==> config.mk <==
export PLATFORM = sky130hd
export DESIGN_NAME = bitmem_top
export DESIGN_NICKNAME = d
export VERILOG_FILES = /design/src/design/bitmem_pkg.sv /design/src/design/bitmem_cmd_decode.sv /design/src/design/mem_1rw_sync_mask_write_bit.sv /design/src/design/bitmem_resp.sv /design/src/design/bitmem_top.sv
export SDC_FILE = /design/constraint.sdc
export NUM_CORES = 2
export LEC_CHECK = 0
export ABC_AREA = 1
export BUFFER_PORTS_ARGS = -buffer_cell sky130_fd_sc_hd__buf_2
export CAP_MARGIN = 10
export CORE_ASPECT_RATIO = 0.7
export CORE_MARGIN = 2
export CORE_UTILIZATION = 40
export CTS_BUF_LIST = sky130_fd_sc_hd__clkbuf_8 sky130_fd_sc_hd__clkbuf_16
export DETAILED_ROUTE_END_ITERATION = 7
export GPL_TIMING_DRIVEN = 0
export PLACE_DENSITY = 0.57
export SLEW_MARGIN = 10
export SYNTH_ARGS = -nofsm -noshare
export SYNTH_HDL_FRONTEND = slang
export SYNTH_SLANG_ARGS = --single-unit
==> constraint.sdc <==
create_clock -name clk_i -period 4.47 [get_ports clk_i]
set_input_delay 0.6705 -clock clk_i [delete_from_list [all_inputs] [get_ports clk_i]]
set_output_delay 0.6705 -clock clk_i [all_outputs]
set_load 0.1 [all_outputs]
==> src/design/bitmem_pkg.sv <==
/*
 * shared widths, opcode enum and the structs that travel between
 * the command decoder, the bit-masked RAM and the response stage
 */
`default_nettype none

package bitmem_pkg;

  // data word width, fixed here because the structs depend on it
  localparam int unsigned bitmem_width = 32;

  // address width, enough for 64 words
  localparam int unsigned bitmem_addr_w = 6;

  typedef logic [bitmem_width-1:0]  word_t;
  typedef logic [bitmem_addr_w-1:0] addr_t;

  // command opcodes
  typedef enum logic [1:0] {
    OP_READ  = 2'b00,
    OP_WRITE = 2'b01,
    OP_SET   = 2'b10,
    OP_CLR   = 2'b11
  } cmd_op_e;

  // command as presented on the input port
  // mask is only looked at by OP_WRITE
  typedef struct packed {
    cmd_op_e op;
    addr_t   addr;
    word_t   data;
    word_t   mask;
  } cmd_t;

  // one access to the single-port RAM
  typedef struct packed {
    logic  v;
    logic  w;
    addr_t addr;
    word_t data;
    word_t w_mask;
  } mem_req_t;

  // read response payload
  typedef struct packed {
    word_t data;
  } resp_t;

endpackage

`default_nettype wire

==> src/design/bitmem_cmd_decode.sv <==
/*
 * command decoder: range check against the word count and translation
 * of read, write, set and clear into one registered bit-masked RAM access
 */
`timescale 1ns/1ps
`default_nettype none

module bitmem_cmd_decode
#(
  parameter int unsigned els_p = 48
)
(
  input  logic                 clk_i,
  input  logic                 rst_i,
  input  logic                 cmd_v_i,
  input  bitmem_pkg::cmd_t     cmd_i,
  output bitmem_pkg::mem_req_t req_o,
  output logic                 err_o
);

  import bitmem_pkg::*;

  // one bit wider than the address so that a full 64-word array still fits
  localparam logic [bitmem_addr_w:0] els_lp = els_p[bitmem_addr_w:0];

  logic  in_range;
  logic  acc_v;
  logic  bad_addr;
  logic  nxt_w;
  word_t nxt_data;
  word_t nxt_mask;

  logic  req_v_r;
  logic  req_w_r;
  logic  err_r;
  addr_t req_addr_r;
  word_t req_data_r;
  word_t req_mask_r;

  assign in_range = ({1'b0, cmd_i.addr} < els_lp);

  // out-of-range commands never reach the RAM
  assign acc_v    = cmd_v_i & in_range;
  assign bad_addr = cmd_v_i & ~in_range;

  // opcode to write enable, write data and bit mask
  always_comb
  begin
    nxt_w    = 1'b1;
    nxt_data = cmd_i.data;
    nxt_mask = '0;
    case (cmd_i.op)
      OP_READ:
      begin
        nxt_w = 1'b0;
      end
      OP_WRITE:
      begin
        nxt_mask = cmd_i.mask;
      end
      // set and clear use the data field as the bit select
      OP_SET:
      begin
        nxt_data = '1;
        nxt_mask = cmd_i.data;
      end
      OP_CLR:
      begin
        nxt_data = '0;
        nxt_mask = cmd_i.data;
      end
      default:
      begin
        nxt_w = 1'b0;
      end
    endcase
  end

  // control state
  always_ff @(posedge clk_i)
  begin
    if (rst_i)
    begin
      req_v_r <= 1'b0;
      req_w_r <= 1'b0;
      err_r   <= 1'b0;
    end
    else
    begin
      req_v_r <= acc_v;
      req_w_r <= acc_v & nxt_w;
      err_r   <= bad_addr;
    end
  end

  // payload, only loaded for a real access
  always_ff @(posedge clk_i)
  begin
    if (acc_v)
    begin
      req_addr_r <= cmd_i.addr;
      req_data_r <= nxt_data;
      req_mask_r <= nxt_mask;
    end
  end

  assign req_o = '{
    v:      req_v_r,
    w:      req_w_r,
    addr:   req_addr_r,
    data:   req_data_r,
    w_mask: req_mask_r
  };

  assign err_o = err_r;

endmodule

`default_nettype wire

==> src/design/mem_1rw_sync_mask_write_bit.sv <==
/*
 * synchronous single-port RAM with a per-bit write mask,
 * one read or one write per cycle, registered read data
 */
`timescale 1ns/1ps
`default_nettype none

module mem_1rw_sync_mask_write_bit
#(
  parameter int unsigned els_p = 48
)
(
  input  logic                 clk_i,
  input  bitmem_pkg::mem_req_t req_i,
  output bitmem_pkg::word_t    data_o
);

  import bitmem_pkg::*;

  // storage, contents are undefined after power up
  word_t mem_r [els_p];

  word_t data_r;
  logic  wr_en;
  logic  rd_en;

  // single port, so read and write are mutually exclusive
  assign wr_en = req_i.v & req_i.w;
  assign rd_en = req_i.v & ~req_i.w;

  // bit-masked write
  // only bits with a one in w_mask take the new data
  always_ff @(posedge clk_i)
  begin
    if (wr_en)
    begin
      for (int i = 0; i < bitmem_width; i++)
      begin
        if (req_i.w_mask[i])
        begin
          mem_r[req_i.addr][i] <= req_i.data[i];
        end
      end
    end
  end

  // synchronous read
  // output register holds its value between reads
  always_ff @(posedge clk_i)
  begin
    if (rd_en)
    begin
      data_r <= mem_r[req_i.addr];
    end
  end

  assign data_o = data_r;

endmodule

`default_nettype wire

==> src/design/bitmem_resp.sv <==
/*
 * response stage: read-pending flag matched to the RAM latency
 * and a registered read response with a one-cycle valid pulse
 */
`timescale 1ns/1ps
`default_nettype none

module bitmem_resp
(
  input  logic                 clk_i,
  input  logic                 rst_i,
  input  bitmem_pkg::mem_req_t req_i,
  input  bitmem_pkg::word_t    ram_data_i,
  output logic                 resp_v_o,
  output bitmem_pkg::resp_t    resp_o
);

  import bitmem_pkg::*;

  logic  rd_req;
  logic  rd_pend_r;
  logic  resp_v_r;
  resp_t resp_r;

  // a read access is presented to the RAM this cycle
  assign rd_req = req_i.v & ~req_i.w;

  // rd_pend_r lines up with the cycle in which RAM data is valid,
  // resp_v_r is the pulse one cycle later
  always_ff @(posedge clk_i)
  begin
    if (rst_i)
    begin
      rd_pend_r <= 1'b0;
      resp_v_r  <= 1'b0;
    end
    else
    begin
      rd_pend_r <= rd_req;
      resp_v_r  <= rd_pend_r;
    end
  end

  // capture RAM output
  always_ff @(posedge clk_i)
  begin
    if (rd_pend_r)
    begin
      resp_r.data <= ram_data_i;
    end
  end

  assign resp_v_o = resp_v_r;
  assign resp_o   = resp_r;

endmodule

`default_nettype wire

==> src/design/bitmem_top.sv <==
/*
 * bit-addressable scratchpad: command decoder, bit-masked single-port
 * RAM and read response stage, word count set here and passed down
 */
`timescale 1ns/1ps
`default_nettype none

module bitmem_top
#(
  parameter int unsigned els_p = 48
)
(
  input  logic              clk_i,
  input  logic              rst_i,
  input  logic              cmd_v_i,
  input  bitmem_pkg::cmd_t  cmd_i,
  output logic              resp_v_o,
  output bitmem_pkg::resp_t resp_o,
  output logic              err_o
);

  import bitmem_pkg::*;

  // registered access from the decoder, seen by RAM and response stage
  mem_req_t req;

  // RAM read port output
  word_t    ram_data;

  // range check and opcode translation
  bitmem_cmd_decode
  #(
    .els_p   (els_p)
  )
  decode_i
  (
    .clk_i   (clk_i),
    .rst_i   (rst_i),
    .cmd_v_i (cmd_v_i),
    .cmd_i   (cmd_i),
    .req_o   (req),
    .err_o   (err_o)
  );

  mem_1rw_sync_mask_write_bit
  #(
    .els_p   (els_p)
  )
  ram_i
  (
    .clk_i   (clk_i),
    .req_i   (req),
    .data_o  (ram_data)
  );

  // read data comes back two cycles after the command is sampled
  bitmem_resp resp_i
  (
    .clk_i      (clk_i),
    .rst_i      (rst_i),
    .req_i      (req),
    .ram_data_i (ram_data),
    .resp_v_o   (resp_v_o),
    .resp_o     (resp_o)
  );

endmodule

`default_nettype wire

==> implementation parameters <==
Parameter                              Value

Floorplanning
  Ports ... 109
  Starting utilization of the core area ... 0.403
  Total number of placement rows ... between 100 and 150
  Overall die height ... ~370 µm
  Die outline width ... 524 µm
  Placeable core area ... approximately 0.19 mm²
  Die Footprint ... 0.193 mm²

Yosys
  Post-synthesis instance total ... a little under 8000
  Largest cells by area after synthesis ... sky130_fd_sc_hd__edfxtp_1 66%, sky130_fd_sc_hd__nand2_1 12%, sky130_fd_sc_hd__nor2_1 9.2%
  Post-Synthesis Net Count ... between 8000 and 9000
  Top-area cell type share of the netlist area ... 0.662
  Sequential element share of the synthesized area ... 0.663
  Top cells by instance count after synthesis ... 2387 x sky130_fd_sc_hd__nand2_1, 1862 x sky130_fd_sc_hd__nor2_1, 1670 x sky130_fd_sc_hd__edfxtp_1
  Synthesized area per cell ... between 9 and 10 µm²
  Top cell type by total area after synthesis ... sky130_fd_sc_hd__edfxtp_1
  Unique cell type count in the Yosys netlist ... 19
  Ys async rst share ... 0
  Flip-flop and latch count after synthesis ... ~1700
  Synth Flop Type ... sky130_fd_sc_hd__edfxtp_1
  Library cell with the highest instance count after synthesis ... sky130_fd_sc_hd__nand2_1
  Ys Warns ... 0
  Total standard cell area after synthesis ... ~0.076 mm²
  Number of enable-type register cells in the synthesized netlist ... roughly 1700

Layout
  Area added between synthesis and finish ... 12.9%
  Net count of the finished layout ... 8356
  Non-filler instance count after layout ... around 11000
  Fraction of final layout cells sized beyond drive strength 1 ... 0.0893

CTS
  Clock network latency to the later pin of the worst-skew pair ... around 0.8 ns
  Bufs on Longest Clock Path ... 3
  Clock sink count ... ~1700
  CTS buffer count ... roughly 160
  Clk root buf ... sky130_fd_sc_hd__clkbuf_16
  H-Tree Level Count ... 4
  TritonCTS clock tree ... done
  Reg clk slew, reported paths ... about 0.06 ns

Routing
  DRC violations left ... 0
  Post-detailed-route via-to-cell ratio ... ~5.3
  Drt total wl ... 255 mm
  Per-cell routed wire length ... around 23 µm
  Antenna-violating nets left ... 0
  Routed vias ... around 58000
  TritonRoute pass-1 iters ... 6
  Initial DRC Count ... between 8000 and 9000

Worst setup path
  Critical Setup Path Class ... flop to flop
  Reg-to-reg slack, setup ... 0.44 ns
  Terminus of the critical flop-to-flop path ... ram_i.mem_r[41][25]$_DFFE_PP_
  Number of buffers and inverters on the critical path ... 5
  Data required time at the worst endpoint ... 5.00 ns
  Delay-heaviest family, CP ... buffers and inverters
  Largest fanout on the critical path ... 10
  Worst path max stage delay ... 0.71 ns
  Critical path's most frequent cell ... sky130_fd_sc_hd__buf_2
  Reg2Reg Launch Point ... decode_i.req_addr_r[0]$_DFFE_PP_
  CP arrival ... 4.56 ns
  Endpoint kind of the worst setup timing path ... flop
  Slowest library cell on the worst path ... sky130_fd_sc_hd__clkbuf_1
  Chain of cells forming the critical path ... buf_2 > inv_2 > buf_2 > buf_2 > nor2_2 > nand2_1 > clkbuf_1 > nor2_1
  Critical path launch point type ... flop
  Number of cells on the worst reg-to-reg path ... 8

Min path
  Number of cells traversed by the worst hold path ... 1
  Min-delay worst type ... input pin to flop
  Capture endpoint of the worst hold path ... decode_i.req_addr_r[5]$_DFFE_PP_
  Min-delay src ... cmd_i[69]

Flow run
  Number of maximum-capacitance constraint violations ... 0

Status
  Status ... completed

Timing
  Ratio of final minimum period to clock period ... 0.903
  Relative max-transition margin ... 0.0148
  Achievable frequency ... about 0.25 GHz
  Total count of hold-check failures in the final report ... 0
  Final-layout setup total negative slack ... 0 ns
  Worst clock skew on the final layout ... 0.0304 ns
  Min Clock Period, post-route ... roughly 4.0 ns
  RSZ-0062 raised after global routing ... false
  Worst slew pin tran ... 1.48 ns
  Setup violation total in the final timing report ... 0
  Final Max Tran Viols ... 0

Place
  Buffers added on ports ... 107
  HPWL reported at the end of detailed placement ... between 150 and 200 mm
  Gpl congestion ... 0.910
  Count of placed standard cells including taps ... roughly 11000

Pwr
  Internal power contribution ... about 26 mW
  Power density over cell area ... just over 400 mW/mm²
  Power share of the sequential group ... 0.509
  Maximum vdd ir drop ... 400 µV
  Pwr Total ... between 30 and 40 mW
  Sw frac ... 0.257
  Leakage power of the design ... approximately 32 nW
  Combinational group share of total power ... 0.100
  NetSw ... around 9 mW
  Clock power frac ... 0.391

Global routing
  Initial antenna violation count ... 16
  First-pass GRT wire length ... approximately 360 mm
  Pin count of the biggest net entering global routing ... a little under 50
  GRT Resource Usage Total ... 0.263
  Via count of the first global-routing pass ... 52500
  Congestion Overflow GR ... 0
## worst max-delay path by stage
stage / depth (start not counted) / from / endpoint
after global routing: 8 / decode_i.req_addr_r[0]$_DFFE_PP_ / ram_i.mem_r[41][25]$_DFFE_PP_
after global placement: 4 / cmd_i[69] / decode_i.req_data_r[6]$_DFFE_PP_
final: 8 / decode_i.req_addr_r[0]$_DFFE_PP_ / ram_i.mem_r[41][25]$_DFFE_PP_
after CTS: 8 / decode_i.req_addr_r[0]$_DFFE_PP_ / ram_i.mem_r[41][23]$_DFFE_PP_
after detailed placement: 8 / decode_i.req_addr_r[0]$_DFFE_PP_ / ram_i.mem_r[41][23]$_DFFE_PP_
after floorplan: 3 / cmd_i[69] / decode_i.req_addr_r[0]$_DFFE_PP_
## power by group through the flow
stage | logic (mW) | clock network [mW] | registers, mW
after CTS | 3.34 | 13.7 | 17.8
after global placement | 2.93 | 0 | 18.4
after detailed placement | 3.33 | 0 | 18.1
final | 3.47 | 13.6 | 17.7
after floorplan | 1.54 | 0 | 18.2
after global routing | 3.71 | 14.3 | 17.8
## per-stage QoR
stage               hold slack [ns]  utilization  setup slack, ns  instance area (µm²)
floorplan                     0.400            -            0.233                75800
global placement              0.405        0.423            -2.27                79500
detailed placement            0.405        0.427            0.724                80300
CTS                         0.00823        0.454            0.701                85500
global route                 0.0506        0.455            0.531                85600
finish                       0.0557        0.455            0.435                85600
## registers in the layout, indices dropped and copies added, names as in the netlist, 6 cells and up
| signal | cells |
|---|---|
| decode_i.req_addr_r | 6 |
| resp_i.resp_o | 32 |
| decode_i.req_data_r | 32 |
| ram_i.mem_r | 1536 |
| decode_i.req_mask_r | 32 |
| ram_i.data_o | 32 |
## layout by cell type, fill, tap and decap left out, types with 2 or more instances in the layout
cell,n
sky130_fd_sc_hd__buf_1,42
sky130_fd_sc_hd__buf_12,4
sky130_fd_sc_hd__buf_16,13
sky130_fd_sc_hd__buf_2,288
sky130_fd_sc_hd__buf_4,2
sky130_fd_sc_hd__buf_8,33
sky130_fd_sc_hd__bufinv_16,10
sky130_fd_sc_hd__clkbuf_1,383
sky130_fd_sc_hd__clkbuf_16,171
sky130_fd_sc_hd__clkbuf_2,12
sky130_fd_sc_hd__clkbuf_8,3
sky130_fd_sc_hd__clkinv_1,55
sky130_fd_sc_hd__clkinv_2,23
sky130_fd_sc_hd__clkinvlp_4,3
sky130_fd_sc_hd__dfxtp_1,4
sky130_fd_sc_hd__diode_2,7
sky130_fd_sc_hd__dlygate4sd3_1,3
sky130_fd_sc_hd__edfxtp_1,1670
sky130_fd_sc_hd__inv_1,551
sky130_fd_sc_hd__inv_2,6
sky130_fd_sc_hd__inv_6,3
sky130_fd_sc_hd__nand2_1,2387
sky130_fd_sc_hd__nand3_1,288
sky130_fd_sc_hd__nor2_1,1860
sky130_fd_sc_hd__nor2_2,5
sky130_fd_sc_hd__nor2_4,5
sky130_fd_sc_hd__nor3_1,2
sky130_fd_sc_hd__nor3_2,7
sky130_fd_sc_hd__o211ai_1,160
sky130_fd_sc_hd__o21ai_0,256
sky130_fd_sc_hd__or2_2,161
## logic make-up (layout without fill, tap and decap cells)
group	after synthesis	after routing	synth area share
AND/OR/NAND/NOR	4715	4715	0.244
AO/OA/AOI/OAI	417	417	0.0328
buffers and inverters	1148	1606	0.0599
other	0	7	0
flip-flops	1675	1675	0.663
## cell type report
| type | instances | area, µm² |
|---|---|---|
| clock buffer | 174 | 4320 |
| inverter | 528 | 1980 |
| sequential | 1675 | 50200 |
| timing repair buffer | 161 | 1510 |
| fill | 18100 | 102000 |
| tap | 2497 | 3120 |
| antenna | 7 | 17.5 |
| multi-input combinational | 5132 | 21000 |
| clock inverter | 123 | 779 |
| buffer | 620 | 2580 |
## what timing repair did
| item | in CTS | in global routing |
|---|---|---|
| hold endpoints to repair | 3 | 0 |
| gates resized for setup | 0 | 0 |
| setup buffers | 0 | 0 |
| hold buffers | 3 | 0 |
## routing by layer
metal,vias up,GRT usage,part of all wire
met3,340,0.0636,0.12
met4,0,0.0727,0.028
met5,-,0,0
met2,2955,0.370,0.41
li1,26200,-,-
met1,28200,0.399,0.44
Note: power is estimated with default switching activity, not from simulation.
